`src/hw/pkt_pair_admit.sv`:
```
// Admission control in front of the FIFOs; lets each payload packet in only behind its context
`timescale 1ns/1ps
`default_nettype none

module pkt_pair_admit #(
  parameter int PREFETCH_EN = 1   // Allow one extra context packet ahead
) (
  input  wire  axis_chdr_clk,
  input  wire  axis_chdr_rst,
  // Context side
  input  wire  i_ctxt_tvalid,
  input  wire  i_ctxt_tlast,
  input  wire  i_ctxt_fifo_tready,
  output logic o_ctxt_fifo_tvalid,
  output logic o_ctxt_tready,
  // Payload side
  input  wire  i_pyld_tvalid,
  input  wire  i_pyld_tlast,
  input  wire  i_pyld_fifo_tready,
  output logic o_pyld_fifo_tvalid,
  output logic o_pyld_tready
);

  logic [2:0] ctxt_pkt_cnt, pyld_pkt_cnt;
  logic [2:0] pkt_diff;  // Context packets ahead of payload, wraps with the counts
  logic       pass_ctxt, pass_pyld;

  assign pkt_diff  = ctxt_pkt_cnt - pyld_pkt_cnt;
  assign pass_pyld = (pkt_diff > 3'd0);  // Needs a context packet in front
  assign pass_ctxt = (pkt_diff < ((PREFETCH_EN == 1) ? 3'd2 : 3'd1));

  // Pass conditions go into both directions of each handshake
  assign o_ctxt_fifo_tvalid = i_ctxt_tvalid && pass_ctxt;
  assign o_ctxt_tready      = i_ctxt_fifo_tready && pass_ctxt;
  assign o_pyld_fifo_tvalid = i_pyld_tvalid && pass_pyld;
  assign o_pyld_tready      = i_pyld_fifo_tready && pass_pyld;

  always_ff @(posedge axis_chdr_clk) begin
    if (axis_chdr_rst) begin
      ctxt_pkt_cnt <= 3'd0;
      pyld_pkt_cnt <= 3'd0;
    end else begin
      if (i_ctxt_tvalid && o_ctxt_tready && i_ctxt_tlast)
        ctxt_pkt_cnt <= ctxt_pkt_cnt + 3'd1;  // Count on last beat only
      if (i_pyld_tvalid && o_pyld_tready && i_pyld_tlast)
        pyld_pkt_cnt <= pyld_pkt_cnt + 3'd1;
    end
  end

  // Payload can never overtake context, prefetch never runs more than one deep
  a_pair_diff : assert property (@(posedge axis_chdr_clk) disable iff (axis_chdr_rst)
    pkt_diff <= 3'd2)
    else $error("context/payload packet difference out of range: %0d", pkt_diff);

endmodule

`default_nettype wire

```
`config.mk`:
```
export PLATFORM = sky130hd
export DESIGN_NAME = pkt_pair_admit
export DESIGN_NICKNAME = d
export VERILOG_FILES = /design/src/hw/pkt_pair_admit.sv
export SDC_FILE = /design/constraint.sdc
export NUM_CORES = 1
export LEC_CHECK = 0
export ABC_AREA = 1
export BUFFER_PORTS_ARGS = -buffer_cell sky130_fd_sc_hd__buf_2
export CORE_AREA = 2 2 39 41
export DETAILED_ROUTE_END_ITERATION = 6
export DIE_AREA = 0 0 41 43
export HOLD_SLACK_MARGIN = 0.02
export SETUP_SLACK_MARGIN = 0.02
export SYNTH_ARGS = -nofsm -noshare
export SYNTH_HDL_FRONTEND = slang
export SYNTH_SLANG_ARGS = --single-unit
```
`constraint.sdc`:
```
create_clock -name axis_chdr_clk -period 2.4 [get_ports axis_chdr_clk]
set_input_delay 0.24 -clock axis_chdr_clk [delete_from_list [all_inputs] [get_ports axis_chdr_clk]]
set_output_delay 0.24 -clock axis_chdr_clk [all_outputs]
set_load 0.02 [all_outputs]
```
Word level (Yosys, flattened, before mapping)
Cells that the tools add are included.

word-level totals
  bits in latches = 0
  memories = 0
  logic and storage cells = 15
  output and inout port bits = 4
  ROM bits = 0
  RAM bits = 0
  bits in registers = 6

operators by class
  shift-type cells = 0
  $lt $le $gt $ge = 2
  reductions and logical operators = 8
  add/sub/neg operators = 3
  equality and inequality tests = 0
  multipliers = 0
  div/mod/pow operators = 0
  bitwise logic cells = 0
  mux-type cells = 0

operators by type and width
  operator                                                                          number
  1-bit logical AND                                                                 8
  3-bit by 1-bit adder with 3-bit output (second input constant)                    2
  3-bit by 1-bit greater-than comparator with 1-bit output (second input constant)  1
  3-bit by 2-bit less-than comparator with 1-bit output (second input constant)     1
  3-bit subtractor                                                                  1

Logic depth before layout (Yosys ltp)
  word-level depth = 5
  depth in mapped cells = 13
  depth with buffers taken out = 13

Least setup slack after synthesis
OpenSTA, ideal clock, no wires.

  path type = register to output
  start = reg ctxt_pkt_cnt[0]
  end = out o_pyld_fifo_tvalid
  stages on the path, launching flop included = 11
  arrival time = 1567 ps
  slack = 593 ps
  buffers on the path = 0
  cells stage by stage = dfxtp_1 > inv_1 > ha_1 > fa_1 > inv_1 > nand2_1 > nand3_1 > nand2_2 > nand2_4 > nand2_1 > inv_1

between the ends
  longest elaborated chain between the ends = 3

RTL lines
  what                                                      RTL line  RTL
  start: declaration                                        24        logic [2:0] ctxt_pkt_cnt, pyld_pkt_cnt;
  start signal: assignment                                  44        ctxt_pkt_cnt <= ctxt_pkt_cnt + 3'd1;
  3-bit subtractor                                          28        assign pkt_diff = ctxt_pkt_cnt - pyld_pkt_cnt;
  3-bit by 1-bit greater-than comparator with 1-bit output  29        assign pass_pyld = (pkt_diff > 3'd0);
  1-bit logical AND                                         35        assign o_pyld_fifo_tvalid = i_pyld_tvalid && pass_pyld;
  end: declaration                                          20        output logic o_pyld_fifo_tvalid,

Every way passes these cells.

Worst setup path in the final report
Same ends and word-level chain as after synthesis.

==> run_results.csv <==
group,metric,value,unit
worst_setup_path,worstPathMaxFanout,6,
clocking,hold_buffers,0,
detailed_routing,initialDrtViolationCount,6,
layout,mostFrequentLayoutCells,"nand2_1, inv_1, buf_2",
sta,tightest_slew,0.159,ns
worst_setup_path,path_class,"flip-flop to output pin",
layout,final_layout_size_suffix_gt1_share,25.3,%
clocking,clk_latency,0.25,ns
logic_synthesis,synth_cell_types,13,
place,dpl_cell_area,556,um^2
layout,area_growth,20.8,%
worst_setup_path,crit_buf_inv,4,
clocking,clockBufferDepth,2,
clocking,cts_tree,"done",
floorplan,die-width,41,um
clocking,cts_resized,0,
sta,min_period_over_period,89.9,%
worst_setup_path,crit_family,"adder cells",
place,gp_congestion,0.705,
layout,design_area,581,um^2
power_and_ir_drop,power_density,545,mW/mm^2
logic_synthesis,ys_seq_elements,6,
logic_synthesis,synth_warnings,0,
floorplan,die-area,0.00176,mm^2
clocking,cts_buffers,3,
sta,hold_violations,0,
sta,clock_skew,0.00638,ns
outcome,status,"finished clean",
layout,antenna_cells,0,
global_route,grt_first_pass_wirelength,1.50,mm
clocking,clk_pin_slew,0.05,ns
logic_synthesis,synth_seq_area_share,25.0,%
place,place_inst,104,
global_route,grt_pass1_vias,413,
worst_setup_path,path_common_cell,"nand2_1",
detailed_routing,ant_nets,0,
logic_synthesis,yosysTopAreaCellShare,25.0,%
global_route,grt_overflow,0,
worst_setup_path,crit_arrival,1.92,ns
global_route,grt_max_degree,7,
worst_setup_path,crit_required,2.16,ns
logic_synthesis,postSynthAreaPerCell,6.24,um^2
layout,mostFrequentLayoutCell,"nand2_1",
sta,slew-limit-headroom,89.4,%
worst_hold_path,hold_path.class,"primary input to flip-flop",
detailed_routing,wl_per_cell,8.27,um
layout,num-nets-final,105,
worst_setup_path,end_kind,"output pin",
floorplan,floorplan.initialDensity,34.7,%
worst_setup_path,slowest_stage,"fa_2",
power_and_ir_drop,p_leak,0.332,nW
place,hpwl,736,um
sta,fin_crit,2.16,ns
global_route,antenna_found_initial,0,
floorplan,coreArea,0.00138,mm^2
clocking,h-tree-depth,1,
worst_setup_path,crit_chain,"inv_1, ha_1, fa_2, inv_1, nand2_1, nand2_1, nand2_1, nand2_2, nand2_4, nand2_1, inv_1, buf_2",
logic_synthesis,synthTopCellsByArea,"dfxtp_1, nand2_1, inv_1, ha_1, nor2_1",
sta,setup_tns,0,ns
sta,drv_slew,0,
logic_synthesis,syn_nets,89,
floorplan,num_rows,14,
sta,max_freq,464,MHz
floorplan,ios,12,
power_and_ir_drop,vdd_drop_max,212,uV
clocking,cts_root_buf,"clkbuf_4",
run,drv_cap,0,
clocking,cts_setup_buffers,0,
detailed_routing,viasPerCell,4.48,
sta,rsz0062_at_grt,"no",
logic_synthesis,synthesis.area,480,um^2
clocking,cts_sinks,6,
detailed_routing,drc,0,
worst_setup_path,max_stage_delay,0.37,ns
worst_setup_path,start_kind,"flip-flop",
detailed_routing,via_count,479,
global_route,grt_usage,13.0,%
detailed_routing,firstDrtPassIters,4,
logic_synthesis,synthCells,77,
detailed_routing,wirelength,885,um
sta,final-setup-viol-count,0,
floorplan,die_h,43,um
place,io_buffers,11,
sta,worst_hold_slack,0.242,ns
logic_synthesis,yosys.area.top_type,"dfxtp_1",
layout,stdcell_count,107,
cell type report:
class                   count  area, um^2
fillers                   157         803
repair buffers             11        55.1
inverters                  17        63.8
flip-flops and latches      6         120
multi-input cells          54         299
clock buffers               3        22.5
well taps                  16        20.0
worst paths after layout:
path | start | end | slack [ns] | depth (start not counted)
worst min register to register | ctxt_pkt_cnt[0]$_SDFFE_PP0P_ | ctxt_pkt_cnt[0]$_SDFFE_PP0P_ | 0.55 | 3
worst max register to register | ctxt_pkt_cnt[0]$_SDFFE_PP0P_ | ctxt_pkt_cnt[1]$_SDFFE_PP0P_ | 0.61 | 11
worst max-delay path | ctxt_pkt_cnt[0]$_SDFFE_PP0P_ | o_pyld_fifo_tvalid | 0.24 | 12
worst min-delay path | axis_chdr_rst | pyld_pkt_cnt[2]$_SDFFE_PP0P_ | 0.24 | 2
cells by family after synthesis:
family / after synthesis / synth area share [%]
fa+ha+maj: 4 / 12.0
buf+inv: 17 / 13.3
flops: 6 / 25.0
simple gates: 50 / 49.7
worst register-to-register path: cells and delay by family, from the launching register on:
kind | cells | cell delay (ns)
adder cells (fa/ha/maj) | 2 | 0.58
flip-flops | 1 | 0.34
AND/OR/NAND/NOR | 7 | 0.61
buffers and inverters | 2 | 0.15
synthesized netlist by cell type:
master / instances
nand3_1: 6
dfxtp_1: 6
nand2_1: 24
nand4_1: 4
nand2_4: 1
ha_1: 3
fa_1: 1
nand2_2: 2
nor2_1: 9
inv_2: 1
nand3_4: 1
inv_1: 16
nor2_2: 3
metrics by stage:
stage                     setup WS (ns)  utilization, %  total power [mW]
after floorplan                   0.593               -             0.195
after detailed placement          0.431            40.1             0.225
after CTS                         0.150            41.8             0.321
after global routing             0.0661            42.0             0.347
after global placement            0.467            40.1             0.225
final                             0.243            42.0             0.317
power by group:
part           internal (mW)  total (mW)  switching [mW]
Sequential             0.105       0.109         0.00389
Clock                 0.0566      0.0931          0.0365
Combinational         0.0418       0.115          0.0731
Total                  0.203       0.317           0.113
routing by layer:
layer | routed length, um | global-route usage [%] | vias to the layer above
met3 | 50 | 3.14 | 4
li1 | - | - | 262
met4 | 24 | 10.0 | 0
met1 | 365 | 14.3 | 200
met5 | 0 | 0 | -
met2 | 444 | 20.0 | 13
sequential cells by signal, indices dropped and copies added, names as in the netlist:
register / cells
ctxt_pkt_cnt: 3
pyld_pkt_cnt: 3
(Power assumes the default switching activity.)
