**src/hw/stream_fifo.sv**
```systemverilog
// Single-clock valid/ready FIFO for any packed beat type; one instance per input stream
`timescale 1ns/1ps
`default_nettype none

module stream_fifo #(
  parameter type beat_t     = logic [7:0],
  parameter int  DEPTH_LOG2 = 2
) (
  input  wire   axis_chdr_clk,
  input  wire   axis_chdr_rst,
  // Write side
  input  beat_t i_beat,
  input  wire   i_valid,
  output logic  o_ready,
  // Read side
  output beat_t o_beat,
  output logic  o_valid,
  input  wire   i_ready
);

  // Occupancy when full, one bit wider than the pointers
  localparam logic [DEPTH_LOG2:0] FULL_CNT = {1'b1, {DEPTH_LOG2{1'b0}}};

  beat_t                mem [0:(1 << DEPTH_LOG2)-1];
  logic [DEPTH_LOG2-1:0] wr_ptr, rd_ptr;
  logic [DEPTH_LOG2:0]   count;
  logic                  wr_en, rd_en;

  assign o_ready = (count != FULL_CNT);  // Low only when full
  assign o_valid = (count != '0);
  assign o_beat  = mem[rd_ptr];          // Head entry, readable the cycle after the write

  assign wr_en = i_valid && o_ready;
  assign rd_en = o_valid && i_ready;

  // Storage
  always_ff @(posedge axis_chdr_clk) begin
    if (wr_en)
      mem[wr_ptr] <= i_beat;
  end

  // Pointers and occupancy
  always_ff @(posedge axis_chdr_clk) begin
    if (axis_chdr_rst) begin
      wr_ptr <= '0;
      rd_ptr <= '0;
      count  <= '0;
    end else begin
      if (wr_en)
        wr_ptr <= wr_ptr + 1'b1;  // Wraps at depth
      if (rd_en)
        rd_ptr <= rd_ptr + 1'b1;
      case ({wr_en, rd_en})
        2'b10:   count <= count + 1'b1;
        2'b01:   count <= count - 1'b1;
        default: count <= count;  // Idle or simultaneous write and read
      endcase
    end
  end

  a_count_range : assert property (@(posedge axis_chdr_clk) disable iff (axis_chdr_rst)
    count <= FULL_CNT)
    else $error("FIFO occupancy %0d above depth", count);

endmodule

`default_nettype wire

```
**config.mk**
```make
export PLATFORM = sky130hd
export DESIGN_NAME = stream_fifo
export DESIGN_NICKNAME = d
export VERILOG_FILES = /design/src/hw/stream_fifo.sv
export SDC_FILE = /design/constraint.sdc
export NUM_CORES = 1
export LEC_CHECK = 0
export ABC_AREA = 1
export BUFFER_PORTS_ARGS = -buffer_cell sky130_fd_sc_hd__buf_2
export CAP_MARGIN = 20
export CORE_MARGIN = 1
export CORE_UTILIZATION = 55
export CTS_BUF_LIST = sky130_fd_sc_hd__clkbuf_8
export CTS_CLUSTER_DIAMETER = 50
export CTS_CLUSTER_SIZE = 30
export DETAILED_ROUTE_END_ITERATION = 16
export PLACE_DENSITY = 0.76
export SYNTH_ARGS = -nofsm -noshare
export SYNTH_HDL_FRONTEND = slang
export SYNTH_SLANG_ARGS = --single-unit
```
**constraint.sdc**
```tcl
create_clock -name axis_chdr_clk -period 1.95 [get_ports axis_chdr_clk]
set_input_delay 0.39 -clock axis_chdr_clk [delete_from_list [all_inputs] [get_ports axis_chdr_clk]]
set_output_delay 0.39 -clock axis_chdr_clk [all_outputs]
set_load 0.005 [all_outputs]
```
# After elaboration in Yosys (flattened, before gate mapping)

Memories as Yosys holds them, arrays and structs flattened. A register that Yosys moved wholly into a read port is not among the register bits.
Cells that the tools add are included.

Output and inout bits: 10
Bits in registers: 7
Memories kept: 1
RAM bits: 32
Input port bits: 12

Memory list:

| name | words | width | read ports | clocked after memory_dff | write ports | line | source |
|---|---|---|---|---|---|---|---|
| mem  | 4     | 8     | 1          | 1                        | 1           | 24   | `beat_t mem [0:(1 << DEPTH_LOG2)-1];` |

Equal/unequal tests: 3
Muxes and demuxes: 5
Add/sub/neg operators: 4
Reduce and logical (&&, ||, !) cells: 4

Operator list:

| kind                  | count |
|---|---|
| $pmux W3 S2           | 1 |
| $add A2 B1 Y2 const B | 2 |
| $mux W2               | 2 |
| $add A3 B1 Y3 const B | 1 |
| $ne A3 B3 Y1 const B  | 1 |
| $reduce_bool A3 Y1    | 1 |
| $sub A3 B1 Y3 const B | 1 |
| $eq A2 B1 Y1 const B  | 1 |
| $eq A2 B2 Y1 const B  | 1 |
| $logic_and A1 B1 Y1   | 2 |
| $mux W1               | 2 |
| $reduce_bool A2 Y1    | 1 |

# Longest topological paths before layout

Depth after elaboration: 4
Depth in mapped cells: 13
Gate-level depth less buffers: 13

# Worst setup path before layout

Ideal clock, no wire load.

Path kind: reg-to-reg
From: reg count[1]
To: reg count[2]
Clock period less this slack: 1608 ps
Setup slack: 342 ps
Arrival: 1496 ps
Stages on the path, launching flop included: 13
Data required time: 1837 ps
Buffers on the path: 0
Cell sequence: dfxtp_1 nor2_4 nand2_2 nand2_4 ha_1 inv_1 fa_1 inv_1 nand2_1 nand3_1 nand2_1 nand2_1 nor2_1

Cells in the longest elaborated chain, start to end: 4
Elaborated cells between the ends (all ways): 10
Classes of those cells: add/sub (2); eq/ne (3); mux (1); reduce/logical (4)

Ends and longest elaborated chain:

| what                                                     | line | source |
|---|---|---|
| start: declaration                                       | 26   | `logic [DEPTH_LOG2:0] count;` |
| start signal: assignment                                 | 54   | `2'b10: count <= count + 1'b1;` |
| start signal: assignment                                 | 55   | `2'b01: count <= count - 1'b1;` |
| start signal: assignment                                 | 56   | `default: count <= count;` |
| $ne A3 B3 Y1 *                                           | 29   | `assign o_ready = (count != FULL_CNT);` |
| net o_ready                                              | 14   | `output logic o_ready,` |
| $logic_and A1 B1 Y1 *                                    | 33   | `assign wr_en = i_valid && o_ready;` |
| $eq A2 B1 Y1 / $eq A2 B2 Y1 (equally long branches)      | 53   | `case ({wr_en, rd_en})` |
| $pmux W3 S2 / $reduce_bool A2 Y1 (equally long branches) | -    |  |

The timed path passes the listed nets; every way through them passes the cells marked *.
A chain may end at the register's enable or synchronous reset.

==> summary.txt <==
Critical path
  • CP cell instances: inv_1, o21ai_0, o22ai_1, buf_2
  • R2R Path Start: count[1]$_SDFFE_PP0P_
  • Critical-path top delay cell: dfxtp_1
  • CP arrival: roughly 1400 ps
  • Cell count of the worst reg-to-reg path: 12
  • Nature of the critical path endpoint: primary output
  • R2r setup slk: ~210 ps
  • CP Class: register to primary output
  • Critical path required time: 1560 ps
  • CP Max Fanout: 9
  • Worst flop-to-flop path endpoint: count[2]$_SDFFE_PP0P_
  • CP Launch Type: register
  • Slowest Stage Delay on Critical Path: approximately 410 ps

Cells and area
  • Diode count: 0
  • Fin nets: 194
  • FILL cells: between 150 and 200
  • Share of cells above drive strength 1: 26.0%
  • Fin area: about 2000 um2
  • Layout area overhead: 15.5%
  • Area of the multi-input gates: 462 um2
  • Post-layout util: roughly 70%
  • Reg area: between 1000 and 1500 um2

CTS
  • CTS tree: done
  • Root buf cell: clkbuf_8
  • Post-CTS Hold Buffers: 0
  • # Post-CTS Setup Buffers: 0
  • CTS HTree Levels: 2
  • Worst skew pair latency: slightly below 300 ps
  • Clk slew on worst S/H paths: roughly 80 ps
  • CTS sink count: 41
  • Num CTS Buffers: 5
  • CTS max path bufs: 2
  • # resized after CTS: 0

Timing
  • Pins over their slew limit: 0
  • Worst rel slew slack: approximately 78%
  • Worst hold margin: ~320 ps
  • F_max: ~0.55 GHz
  • Worst-Margin Slew: about 330 ps
  • Setup TNS: 0 ps
  • Fin Clk Skew: slightly below 8 ps
  • Setup WS post-layout: ~130 ps
  • Final number of setup-violating endpoints: 0
  • Final Hold Viols: 0
  • Final worst-path cycle share: a little over 90%
  • Unrepaired setup endpoints after global routing: no
  • Tmin final: roughly 1800 ps

Synth
  • Most frequent cell after synthesis: edfxtp_1
  • EDFF count, synth: 32
  • Synth area leader: edfxtp_1
  • Synth Cell Area: between 1500 and 2000 um2
  • Syn Area/Cell: 11.7 um2
  • Seq/Total Area, Yosys: 67.5%
  • Syn_nets: ~160
  • Synth unique cells: 19
  • Yosys top cell area share: between 50% and 60%
  • #FFs+latches synth: approximately 40
  • Synth Warn #: 0
  • Top post-synthesis cells by area: edfxtp_1 57%, dfxtp_1 11%, nor2_1 5.1%, o21ai_0 4.1%, inv_1 3.8%
  • Async SR Flop Fraction: 0%
  • Top cells by count, synth: 32 x edfxtp_1, 23 x nor2_1, 17 x inv_1
  • Most used DFF post-synth: edfxtp_1
  • Post-synthesis cell count: 144

Floorplanning
  • Rows: 19
  • Horiz. Die Dim: around 57 um
  • Core area: approximately 2800 um2
  • Starting Density: between 50 and 60%
  • Die Area: 3300 um2
  • Die Span Y: between 50 and 60 um
  • # IOs: 22

Routing
  • DR iter-0 viols: 41
  • Vias/cell: between 5 and 6
  • Vias: ~1100
  • First-pass DRT Iterations: 10
  • DRC: 3
  • Detail Route Antenna Nets: 0
  • Per-cell routed wire length: approximately 15 um
  • Final WL: just over 3000 um

Placed design
  • Placed cell areas: 1860 um2
  • Port Buf Inserts: 21
  • Final GP Congestion: between 0.7 and 0.8
  • DPL Wire Length: 2090 um
  • Setup WS pre-CTS: between 150 and 200 ps

Pwr
  • Power Dens Cells: about 1200 nW/um2
  • Max VDD drop: between 0.7 and 0.8 mV
  • Sequential Power Share: between 40% and 50%
  • Leakage: approximately 0.00077 uW
  • Pint: 1600 uW
  • Switching Share: a little under a third
  • Comb power frac: 28.5%
  • NetSw: about 740 uW
  • Clk pwr share: between 20% and 30%

Global route
  • First-pass GRT wire length: a little under 5000 um
  • Grt total ovfl: 0
  • Largest net degree at the start of global routing: 17
  • Initial antenna violation count: 0
  • Vias in the first global route: 1187
  • Total Routing Usage GR: 21.0%

Hold path
  • Hold Crit Start: i_beat[6]
  • Hold endpoint: mem[3][6]$_DFFE_PP_
  • Hold path cells: 1
  • Worst min path class: input port to register

Outcome
  • Failing checks: DRC
  • Status: finished with violations

Flow run
  • Max_cap viols: 0
## critical path, delay by kind of cell, from the launching register on
family,cells,cell delay [ps]
AO/OA/AOI/OAI,2,300
flip-flops,1,410
buffers and inverters,2,430
## cell usage in the layout, fill, tap and decap left out, types with 4 or more instances in the layout
master,instances
buf_2,21
nand2_1,12
dfxtp_1,7
buf_4,6
clkbuf_8,6
ha_1,4
nor2_1,23
nand3_1,5
edfxtp_1,32
inv_1,17
o22ai_1,8
a21oi_1,5
o21ai_0,14
## per-stage QoR
step / instances / power [uW]
after detailed placement: 200 / 1810
after global placement: 200 / 1760
after CTS: 208 / 2350
after global routing: 208 / 2480
final: 208 / 2340
after floorplan: 144 / 1570
## layer usage
| layer | GRT usage [%] | vias to the layer above | routed length (um) |
|---|---|---|---|
| met3 | 5.22 | 9 | 140 |
| met2 | 35.5 | 37 | 1650 |
| li1 | - | 555 | - |
| met5 | 0 | - | 0 |
| met1 | 23.0 | 527 | 1180 |
| met4 | 15.0 | 0 | 87 |
## worst max-delay path by stage
stage / startpoint / slack [ps] / depth (start not counted) / endpoint
finish: register / 130 / 4 / o_beat[1]
CTS: register / 120 / 4 / o_beat[1]
floorplan: count[1]$_SDFFE_PP0P_ / 340 / 12 / count[2]$_SDFFE_PP0P_
global route: count[0]$_SDFFE_PP0P_ / 20 / 13 / count[2]$_SDFFE_PP0P_
detailed placement: count[1]$_SDFFE_PP0P_ / 200 / 13 / count[2]$_SDFFE_PP0P_
global placement: count[1]$_SDFFE_PP0P_ / 310 / 13 / count[2]$_SDFFE_PP0P_
## registers in the layout, summed over array words and instances (netlist names), named ones only
signal and count:
mem 32, count 3, rd_ptr 2, wr_ptr 2
## power groups by stage
stage | sequential, uW | clock, uW | combinational [uW]
after detailed placement | 1140 | 0 | 665
after CTS | 1120 | 557 | 671
after floorplan | 1130 | 0 | 441
after global placement | 1140 | 0 | 627
final | 1130 | 546 | 669
after global routing | 1140 | 588 | 756
## kinds of logic (layout without fill, tap and decap cells)
family	count (synthesis)	in the layout	synth area share [%]
simple gates	46	46	12.1
buf+inv	20	53	5.33
flops	41	41	67.5
compound gates	31	31	10.2
fa+ha+maj	6	6	4.89
## cell type report
class / count / area share, %
clock buffers: 6 / 4.23
clock inverters: 2 / 0.448
inverters: 18 / 3.46
multi-input cells: 83 / 23.6
flip-flops and latches: 41 / 58.6
well taps: 31 / 1.99
repair buffers: 27 / 7.69
(Power assumes the default switching activity.)
