### config.mk
export PLATFORM = sky130hd
export DESIGN_NAME = chdr_hdr_framer
export DESIGN_NICKNAME = d
export VERILOG_FILES = /design/src/hw/chdr_framer_pkg.sv /design/src/hw/chdr_hdr_framer.sv
export SDC_FILE = /design/constraint.sdc
export NUM_CORES = 1
export LEC_CHECK = 0
export ABC_AREA = 1
export BUFFER_PORTS_ARGS = -buffer_cell sky130_fd_sc_hd__clkbuf_2
export CORE_AREA = 3 3 168 170
export CTS_BUF_LIST = sky130_fd_sc_hd__clkbuf_4 sky130_fd_sc_hd__clkbuf_8
export DETAILED_ROUTE_END_ITERATION = 7
export DIE_AREA = 0 0 171 173
export GPL_ROUTABILITY_DRIVEN = 1
export PLACE_DENSITY = 0.39
export SETUP_SLACK_MARGIN = 0.15
export SYNTH_ARGS = -nofsm -noshare
export SYNTH_HDL_FRONTEND = slang
export SYNTH_SLANG_ARGS = --single-unit
export TNS_END_PERCENT = 5
### constraint.sdc
create_clock -name axis_chdr_clk -period 3.6 [get_ports axis_chdr_clk]
set_input_delay 0.36 -clock axis_chdr_clk [delete_from_list [all_inputs] [get_ports axis_chdr_clk]]
set_output_delay 0.36 -clock axis_chdr_clk [all_outputs]
set_load 0.05 [all_outputs]
### src/hw/chdr_framer_pkg.sv
// Shared CHDR framer types, context field codes and header helpers; import into RTL and testbench
`default_nettype none

package chdr_framer_pkg;

  // --------------------------------------------------------------------------
  // Bus widths and word types
  // --------------------------------------------------------------------------
  localparam int CHDR_W = 128;  // Timestamp shares the header word at this width

  typedef logic [CHDR_W-1:0] chdr_word_t;
  typedef logic [4:0]        num_mdata_t;   // Metadata words following the header
  typedef logic [31:0]       err_count_t;   // Dropped packet count

  // Tag carried on each context word (tuser)
  typedef enum logic [3:0] {
    FIELD_HDR    = 4'd0,  // Header only
    FIELD_HDR_TS = 4'd1,  // Header with timestamp
    FIELD_TS     = 4'd2,  // Standalone timestamp
    FIELD_MDATA  = 4'd3   // Metadata word
  } ctxt_field_t;

  // Context FIFO entry
  typedef struct packed {
    logic        last;
    ctxt_field_t field;
    chdr_word_t  word;
  } ctxt_beat_t;

  // Payload FIFO entry, also the packet gate storage word
  typedef struct packed {
    logic       last;
    chdr_word_t word;
  } pyld_beat_t;

  // NumMData field of the CHDR header
  function automatic num_mdata_t chdr_get_num_mdata(input chdr_word_t hdr);
    return hdr[52:48];
  endfunction

endpackage

`default_nettype wire
### src/hw/chdr_hdr_framer.sv
// CHDR framer FSM; checks context packets, merges header, metadata and payload into one stream
`timescale 1ns/1ps
`default_nettype none

module chdr_hdr_framer
  import chdr_framer_pkg::*;
(
  input  wire        axis_chdr_clk,
  input  wire        axis_chdr_rst,
  // Context FIFO read side
  input  ctxt_beat_t i_ctxt_beat,
  input  wire        i_ctxt_valid,
  output logic       o_ctxt_ready,
  // Payload FIFO read side
  input  pyld_beat_t i_pyld_beat,
  input  wire        i_pyld_valid,
  output logic       o_pyld_ready,
  // To packet gate
  output chdr_word_t o_word,
  output logic       o_last,
  output logic       o_error,
  output logic       o_valid,
  input  wire        i_ready,
  // Status
  output err_count_t o_framer_errors
);

  typedef enum logic [2:0] {
    ST_HDR       = 3'd0,  // Header word, carries the timestamp
    ST_MDATA     = 3'd1,  // Metadata words
    ST_BODY      = 3'd2,  // Payload words
    ST_DROP_CTXT = 3'd3,  // Discard rest of a bad context packet
    ST_DROP_PYLD = 3'd4,  // Discard the matching payload packet
    ST_TERMINATE = 3'd5   // Error beat to flush the partial packet
  } state_t;

  state_t     state;
  num_mdata_t mdata_pending;  // Metadata words still expected
  num_mdata_t hdr_mdata;
  logic       ctxt_xfer, pyld_xfer;

  assign hdr_mdata = chdr_get_num_mdata(i_ctxt_beat.word);
  assign ctxt_xfer = i_ctxt_valid && o_ctxt_ready;
  assign pyld_xfer = i_pyld_valid && o_pyld_ready;

  // --------------------------------------------------------------------------
  // State register and error count
  // --------------------------------------------------------------------------
  always_ff @(posedge axis_chdr_clk) begin
    if (axis_chdr_rst) begin
      state           <= ST_HDR;
      mdata_pending   <= '0;
      o_framer_errors <= '0;
    end else begin
      case (state)
        ST_HDR: if (ctxt_xfer) begin
          mdata_pending <= hdr_mdata;
          if (hdr_mdata != '0) begin
            if (i_ctxt_beat.last)
              state <= ST_DROP_PYLD;                  // Header ends early
            else if (i_ctxt_beat.field == FIELD_HDR_TS)
              state <= ST_MDATA;
            else
              state <= ST_DROP_CTXT;                  // Bad tag, more context follows
          end else begin
            if (!i_ctxt_beat.last)
              state <= ST_DROP_CTXT;                  // Extra context words
            else if (i_ctxt_beat.field == FIELD_HDR_TS)
              state <= ST_BODY;
            else
              state <= ST_DROP_PYLD;
          end
        end
        ST_MDATA: if (ctxt_xfer) begin
          mdata_pending <= mdata_pending - 1'b1;
          if (mdata_pending != 5'd1) begin
            if (i_ctxt_beat.last)
              state <= ST_DROP_PYLD;                  // Context ended before the count
            else if (i_ctxt_beat.field != FIELD_MDATA)
              state <= ST_DROP_CTXT;
          end else begin
            // Final counted word must carry last
            if (!i_ctxt_beat.last)
              state <= ST_DROP_CTXT;
            else if (i_ctxt_beat.field == FIELD_MDATA)
              state <= ST_BODY;
            else
              state <= ST_DROP_PYLD;
          end
        end
        ST_BODY:      if (pyld_xfer && i_pyld_beat.last) state <= ST_HDR;
        ST_DROP_CTXT: if (ctxt_xfer && i_ctxt_beat.last) state <= ST_DROP_PYLD;
        ST_DROP_PYLD: if (pyld_xfer && i_pyld_beat.last) state <= ST_TERMINATE;
        ST_TERMINATE: if (i_ready) begin
          state           <= ST_HDR;
          o_framer_errors <= o_framer_errors + 1'b1;  // Counted when the gate takes it
        end
        default: state <= ST_HDR;
      endcase
    end
  end

  // --------------------------------------------------------------------------
  // Output routing, combinational from the FIFO heads
  // --------------------------------------------------------------------------
  always_comb begin
    o_valid      = 1'b0;
    o_last       = 1'b0;
    o_ctxt_ready = 1'b0;
    o_pyld_ready = 1'b0;
    case (state)
      ST_HDR, ST_MDATA: begin
        o_valid      = i_ctxt_valid;   // Context words never end the output packet
        o_ctxt_ready = i_ready;
      end
      ST_BODY: begin
        o_valid      = i_pyld_valid;
        o_last       = i_pyld_beat.last;
        o_pyld_ready = i_ready;
      end
      ST_DROP_CTXT: o_ctxt_ready = 1'b1;  // Sink without forwarding
      ST_DROP_PYLD: o_pyld_ready = 1'b1;
      ST_TERMINATE: begin
        o_valid = 1'b1;
        o_last  = 1'b1;
      end
      default: ;
    endcase
  end

  assign o_word  = (state == ST_BODY) ? i_pyld_beat.word : i_ctxt_beat.word;
  assign o_error = (state == ST_TERMINATE);

  a_state_legal : assert property (@(posedge axis_chdr_clk) disable iff (axis_chdr_rst)
    state inside {ST_HDR, ST_MDATA, ST_BODY, ST_DROP_CTXT, ST_DROP_PYLD, ST_TERMINATE})
    else $error("framer in illegal state %0d", state);

endmodule

`default_nettype wire

Yosys cells after proc, flatten, opt, wreduce, memory -nomap -nowiden:

Cells that the tools add are included.

* equal/unequal tests: 16
* reduce and logical (&&, ||, !) cells: 11
* $add $sub $neg: 2
* multiplexer cells: 25

Operators with widths (count)
* two-way mux 128 bit: 1
* two-way mux 3 bit: 15
* adder 32 x 1 -> 32 bit, second input constant: 1
* one-hot mux 3 bit (6 select lines): 1
* two-way mux 5 bit: 2
* != test 2 bit, second input constant: 5
* one-hot mux 5 bit (2 select lines): 1
* AND reduction 7 bit: 1
* == test 3 x 2 -> 1 bit, second input constant: 2
* == test 3 bit, second input constant: 2
* one-hot mux 1 bit (2 select lines): 3
* != test 5 x 1 -> 1 bit, second input constant: 1
* nonzero test 5 bit: 1
* subtractor 5 x 1 -> 5 bit, second input constant: 1
* == test 4 x 1 -> 1 bit, second input constant: 1
* == test 4 x 2 -> 1 bit, second input constant: 1
* logical AND 1 bit: 4
* != test 4 x 2 -> 1 bit, second input constant: 1
* != test 4 bit, second input constant: 1
* == test 3 x 1 -> 1 bit, second input constant: 1
* zero test 3 bit: 1
* one-hot mux 1 bit (3 select lines): 1
* AND reduction 3 bit: 1
* two-way mux 2 bit: 1
* 4 further kinds: 4

* output and inout bits: 165
* input port bits: 267
* register bits: 40
* word-level logic and storage cells: 57

Logic depth before layout (Yosys ltp):

Gate-level depths: netlist of run 1.

* depth after elaboration: 7
* mapped depth: 12
* depth with buffers taken out: 12

Least setup slack after synthesis of run 1:

No wires, ideal clock.

* kind: register to output
* start point: register state[2]
* end point: output port o_word[48]
* data required time: 3.240 ns
* setup slack: 1.177 ns
* buffers on the path: 1
* arrival time: 2.063 ns
* cell stages (with the launch flop): 6
* cell sequence: dfxtp_1 > inv_2 > nand3_2 > inv_2 > clkbuf_1 > o21ai_0

* cells in the longest elaborated chain, start to end: 2

Ends and longest elaborated chain
* start, declared: RTL line chdr_hdr_framer.sv:37 `state_t state;`
* start signal, assigned: RTL line chdr_hdr_framer.sv:51 `state <= ST_HDR;`
* start signal, assigned: RTL line chdr_hdr_framer.sv:60 `state <= ST_DROP_PYLD;`
* start signal, assigned: RTL line chdr_hdr_framer.sv:62 `state <= ST_MDATA;`
* == test 3 x 2 -> 1 bit: RTL line chdr_hdr_framer.sv:131 `assign o_word = (state == ST_BODY) ? i_pyld_beat.word : i_ctxt_beat.word;`
* two-way mux 128 bit: RTL line chdr_hdr_framer.sv:131
* end, declared: RTL line chdr_hdr_framer.sv:19 `output chdr_word_t o_word,`

Every way passes these cells.

Worst setup path after layout of run 1:

* start point: register state[2]
* end point: output port o_word[65]

The elaborated chain is that of the path after synthesis.

==> results.json, run 1 <==
{
  "run_status": "complete, no violations",
  "cp_max_fo": 48,
  "synth_fa_ha_area_share_pct": 0.929,
  "gp_congestion": 0.918,
  "cts_hold_buf": 0,
  "cp_common_cell": "nand2_1",
  "max_slew_margin_pct": 42.3,
  "hold_violations": 0,
  "worstPathArrival_ns": 2.30,
  "cts_max_level": 2,
  "finalWirelength_um": 26300,
  "drtAntennaViolNets": 0,
  "cellPowerDensity_mw_per_mm2": 749,
  "netlist_top_cells_area": "nand2_1, dfxtp_1, nor2_1",
  "synth_nets": 1064,
  "track_usage_pct": 16.6,
  "yosys.cell_types.count": 36,
  "cts_tree": "done",
  "period_share_pct": 74.0,
  "ys_ff_latch": 40,
  "synthMuxAreaShare_pct": 0,
  "fin_skew_ns": 0.00718,
  "core_mm2": 0.0269,
  "cts-root-buf": "clkbuf_8",
  "grt_pass1_wl_um": 37700,
  "route.vias.total": 6218,
  "drc": 0,
  "final_common_cell": "nand2_1",
  "worst_setup_path_start_kind": "register",
  "r2r-start": "state[2]",
  "antenna_found_initial": 6,
  "p_total_mw": 4.98,
  "die_w_um": 171,
  "yosys.area_share.simple_pct": 62.4,
  "syn_inst": 794,
  "cpPeakStageDelay_ns": 0.42,
  "dieArea_mm2": 0.0296,
  "clock_latency_ns": 0.30,
  "ir_drop_mv": 0.189,
  "cp-end-kind": "output port",
  "layout_common_cells": "nand2_1, clkbuf_2, nor2_1, inv_1, dfxtp_1",
  "clock_sinks": 40,
  "grt_pass1_vias": 5954,
  "setup_viol": 0,
  "numCtsBuffers": 5,
  "tns_ns": 0,
  "vias_per_cell": 4.02,
  "synthXorXnorAreaFrac_pct": 1.52,
  "hold_depth": 3,
  "rsz0062_at_grt": "false",
  "ys_seq_area_share_pct": 19.8,
  "worstPathRequired_ns": 3.24,
  "wl_per_cell_um": 17.0,
  "synth.top_cell.area_share_pct": 43.5,
  "grt_max_degree": 126,
  "fmax_mhz": 375,
  "worstSetupPathType": "reg -> out",
  "layout.nets": 1474,
  "synth_compound_area_share_pct": 6.75,
  "die-height_um": 173,
  "synth_area_leader_cell": "nand2_1",
  "clockBufferDepth": 2,
  "leakage_nw": 4.01,
  "fillers": 3253,
  "dp_hpwl_um": 22500,
  "grt-ovfl-total": 0,
  "cap_violations": 0,
  "period_minus_slack_ns": 2.66,
  "port_buffers": 431,
  "drive_gt1_share_pct": 38.9,
  "r2r_setup_slack_ns": 1.75,
  "min_from": "i_ctxt_beat[49]",
  "reg2reg_depth": 10,
  "worst_slew_pin_slew_ns": 0.865,
  "slew_viol_final": 0,
  "rows": 60,
  "firstDrtPassIters": 5,
  "synth_top_family_by_area": "simple AND/OR/NAND/NOR gates",
  "rr_endpoint": "state[1]",
  "cp_slowest_cell": "inv_4",
  "post_cts_buffers": 0,
  "path_clk_slew_ns": 0.08,
  "syn_area_per_cell_um2": 5.09,
  "min_path_type": "in -> reg",
  "first_iter_violations": 320,
  "synth.cell_area_mm2": 0.00404,
  "start_util_pct": 15.0,
  "yosys_warnings": 0,
  "io_pins": 432,
  "whs_endpoint": "mdata_pending[1]",
  "area_growth_pct": 64.5,
  "worstPathCellList": "inv_2, nand3_4, inv_4, buf_4, nand2_1, nand2_1, clkbuf_2",
  "post_cts_resized": 0
}
==> routing by layer <==
layer / part of all wire, % / global-route usage (%)
met1: 42 / 20.5
met5: 0.22 / 0
met3: 9.1 / 4.87
met2: 47 / 28.4
met4: 2.1 / 3.79
==> Yosys cell counts <==
cell / instances
clkbuf_1: 10
nand3_4: 5
nand2_4: 1
buf_1: 7
nor3_1: 6
o21ai_0: 20
xnor2_1: 3
nand4_1: 13
or2_2: 1
ha_1: 3
nor3b_2: 1
a31oi_1: 1
and3_2: 1
nor2_4: 5
nand2_2: 2
nor2_2: 2
xor2_1: 4
o21ai_1: 2
a211oi_1: 3
clkinv_1: 1
inv_2: 4
nor2_8: 1
nor3b_1: 1
nor2_1: 76
nand2_1: 469
buf_2: 14
o21bai_2: 1
inv_1: 52
a21oi_1: 20
nand4_2: 2
nand3_1: 18
nand3_2: 1
o21bai_1: 1
dfxtp_1: 40
and2_1: 1
o21a_1: 2
==> kinds of logic (layout without fill, tap and decap cells) <==
| family | Yosys count | after routing |
|---|---|---|
| other | 0 | 1 |
| buffers and inverters | 88 | 499 |
| AND/OR/NAND/NOR | 606 | 606 |
| AO/OA/AOI/OAI | 50 | 50 |
| XOR/XNOR | 7 | 7 |
| flip-flops | 40 | 40 |
| adder cells (fa/ha/maj) | 3 | 3 |
==> how the worst max path moves through the flow <==
stage          slack, ns  cells after the start      from    endpoint
6_report            0.94                      7  state[2]  o_word[65]
3_3_place_gp        1.28                      7  state[2]  o_word[85]
3_5_place_dp        1.25                      7  state[2]  o_word[59]
2_1_floorplan       1.18                      5  state[2]  o_word[48]
5_1_grt             0.73                      7  state[2]  o_word[11]
4_1_cts             0.90                      7  state[2]  o_word[64]
==> area by class of cell <==
| class | instances | area, um2 | share of cell area, % |
|---|---|---|---|
| multi-input combinational | 666 | 2900 | 43.6 |
| timing repair buffer | 434 | 2200 | 33.2 |
| sequential | 40 | 801 | 12.0 |
| tap | 341 | 427 | 6.42 |
| inverter | 57 | 216 | 3.25 |
| clock buffer | 8 | 97.6 | 1.47 |
| antenna | 1 | 2.50 | 0.0376 |
==> where the power goes <==
group	internal [mW]	switching (mW)	total (mW)
sequential	0.469	0.0404	0.509
combinational	0.823	3.31	4.13
clock	0.172	0.164	0.336
==> flip-flops by register name (all words and copies together) (netlist names) <==
signal and cells:
mdata_pending 5, o_framer_errors 32, state 3
==> worst max-delay path, delay by kind of cell, from the launching register on <==
family / cells / cell delay, ns
buffers and inverters: 4 / 1.30
AND/OR/NAND/NOR: 3 / 0.27
flip-flops: 1 / 0.40
==> per-stage QoR <==
| step | util (%) | worst slack, ns | cell area [um2] | instances | hold WS [ns] |
|---|---|---|---|---|---|
| after global routing | 24.7 | 0.733 | 6650 | 1547 | 0.361 |
| after detailed placement | 24.4 | 1.25 | 6550 | 1538 | 0.483 |
| after floorplan | - | 1.18 | 4040 | 794 | 0.458 |
| final | 24.7 | 0.936 | 6650 | 1547 | 0.352 |
| after global placement | 24.4 | 1.28 | 6550 | 1538 | 0.482 |
| after CTS | 24.7 | 0.901 | 6650 | 1546 | 0.342 |
Power figures use the tool's default switching activity.
==> run 2: changes to the inputs <==
Settings changed: ABC_AREA 1 to 0.
Clock period 3.6 ns to 2.25 ns, I/O delays scaled along.
==> results.json, run 2 <==
{
  "run_status": "complete, no violations",
  "grt_pass1_wl_um": 38800,
  "drc": 0,
  "clock_sinks": 40,
  "route.vias.total": 5004,
  "netlist_top_cells_area": "mux2_2, dfxtp_1, xor2_1",
  "drive_gt1_share_pct": 71.2,
  "tns_ns": 0,
  "leakage_nw": 3.62,
  "grt_busiest_layer": "met1",
  "top_register": "o_framer_errors",
  "rsz0062_at_grt": "true",
  "worst_slew_pin_slew_ns": 0.778,
  "syn_inst": 416,
  "grt_util_met2_pct": 24.6,
  "cap_violations": 0,
  "die_w_um": 171,
  "io_pins": 432,
  "finalWirelength_um": 28800,
  "hold_depth": 3,
  "fmax_mhz": 461,
  "yosys.cell_types.count": 47,
  "cellPowerDensity_mw_per_mm2": 923,
  "dp_hpwl_um": 25500,
  "grt_pass1_vias": 4947,
  "clockBufferDepth": 2,
  "track_usage_pct": 18.5,
  "syn_area_per_cell_um2": 8.94,
  "synthFlopType": "dfxtp_1",
  "area_growth_pct": 104,
  "drtAntennaViolNets": 0,
  "final_cells": 1195,
  "reg_top3": "o_framer_errors: 32 flops, mdata_pending: 5 flops, state: 3 flops",
  "fillers": 2942,
  "min_path_type": "in -> reg",
  "reg2reg_depth": 5,
  "setup_viol": 0,
  "first_iter_violations": 234,
  "wl_per_cell_um": 24.1,
  "cts_max_level": 2,
  "firstDrtPassIters": 4,
  "slew_viol_final": 0,
  "cp-end-kind": "output port",
  "cp_max_fo": 34,
  "dieArea_mm2": 0.0296,
  "final_common_cell": "clkbuf_2",
  "worst_setup_path_start_kind": "register",
  "path_clk_slew_ns": 0.09,
  "pre_cts_ws_ns": 0.247,
  "gp_congestion": 1.06,
  "met3_usage_pct": 9.17,
  "port_buffers": 431,
  "ir_drop_mv": 0.394,
  "numCtsBuffers": 5,
  "grt-ovfl-total": 0,
  "synth.cell_area_mm2": 0.00372,
  "worstSetupPathType": "reg -> out",
  "diodes": 0,
  "core_mm2": 0.0269,
  "synth.top_cell.area_share_pct": 39.1,
  "hold_violations": 0,
  "async_flop_share_pct": 0,
  "layout.nets": 1123,
  "clock_latency_ns": 0.31,
  "antenna_found_initial": 0,
  "yosys_warnings": 0,
  "cts-root-buf": "clkbuf_8",
  "layout_common_cells": "clkbuf_2, mux2_2, buf_6, nor2_1, dfxtp_1",
  "period_minus_slack_ns": 2.17,
  "worstPathRequired_ns": 2.03,
  "final_util_pct": 28.2,
  "die-height_um": 173,
  "start_util_pct": 13.8,
  "p_total_mw": 7.00,
  "worstPathArrival_ns": 1.94,
  "period_share_pct": 96.3,
  "synth_common_cells": "mux2_2, nor2_1, dfxtp_1, xor2_1, nand2_1",
  "largest_reg_flops": 32,
  "grt_max_degree": 35,
  "rows": 60,
  "ys_seq_area_share_pct": 21.5,
  "synth_nets": 686,
  "cts_tree": "done",
  "max_slew_margin_pct": 48.1,
  "fin_skew_ns": 0.00949,
  "synth_edf_count": 0,
  "ys_ff_latch": 40,
  "setup_slack_ns": 0.0830,
  "use_met1_pct": 27.4,
  "dp.cells": 1181,
  "synth_area_leader_cell": "mux2_2",
  "synth.most_common_cell": "mux2_2",
  "vias_per_cell": 4.19
}
run 2: cell count changes after synthesis, moves of 6 or more:
| cell | previous run | this run |
|---|---|---|
| a21oi_1 | 20 | 13 |
| and3_1 | 0 | 6 |
| buf_1 | 7 | 0 |
| inv_1 | 52 | 6 |
| mux2_2 | 0 | 129 |
| nand2_1 | 469 | 25 |
| nor2_1 | 76 | 49 |
| o21ai_0 | 20 | 9 |
| xor2_1 | 4 | 26 |
run 2: logic make-up (layout without fill, tap and decap cells):
| kind of cell | count (synthesis) | in the layout | synth area share, % |
|---|---|---|---|
| adders and majority gates | 3 | 3 | 1.01 |
| DFF | 40 | 40 | 21.5 |
| and+or+nand+nor | 145 | 145 | 20.3 |
| AOI/OAI and AO/OA | 37 | 37 | 6.90 |
| xor gates and xnor gates | 29 | 29 | 6.83 |
| muxes | 131 | 131 | 39.6 |
| buffers and inverters | 31 | 469 | 3.80 |
run 2: critical path, stage by stage, from the launching register on:
cell and delay [ns]:
dfxtp_2 0.35, nor3_4 0.26, buf_12 0.20, buf_16 0.20, mux2_2 0.39, buf_4 0.20
run 2: stage by stage:
step / hold WS, ns / instance area [um2]
final: 0.216 / 7580
after floorplan: 0.387 / 3720
after global routing: 0.212 / 7580
after CTS: 0.183 / 7200
after detailed placement: 0.473 / 6810
after global placement: 0.468 / 6810
run 2: final timing paths:
kind               startpoint               end  slack, ns
max                  state[2]        o_word[55]       0.08
min reg2reg  mdata_pending[4]  mdata_pending[4]       0.49
min           i_ctxt_beat[48]  mdata_pending[0]       0.22
max reg2reg  mdata_pending[0]          state[1]       0.32
run 2: repair_timing:
item / 4_1_cts / 5_1_grt
setup endpoints to repair: 120 / 128
resized for setup: 59 / 229
gates cloned: 3 / 1
hold buffers: 0 / 0
buffers inserted: 2 / 0
run 2: layer usage:
metal	routed length, um	share of wire [%]
met5	0	0
met4	177	0.62
met3	4420	15
met2	11300	39
met1	12900	45
run 2: power by group:
part	internal, mW	total [mW]	switching, mW
sequential	0.743	0.782	0.0383
combinational	2.26	5.68	3.42
clock	0.249	0.538	0.289
run 2: final cells by class:
class / instances / area (um2) / share of cell area (%)
repair buffers: 455 / 3380 / 44.5
clock inverters: 2 / 15.0 / 0.198
multi-input cells: 345 / 2850 / 37.6
inverters: 6 / 22.5 / 0.297
flip-flops and latches: 40 / 805 / 10.6
well taps: 341 / 427 / 5.63
clock buffers: 6 / 82.6 / 1.09
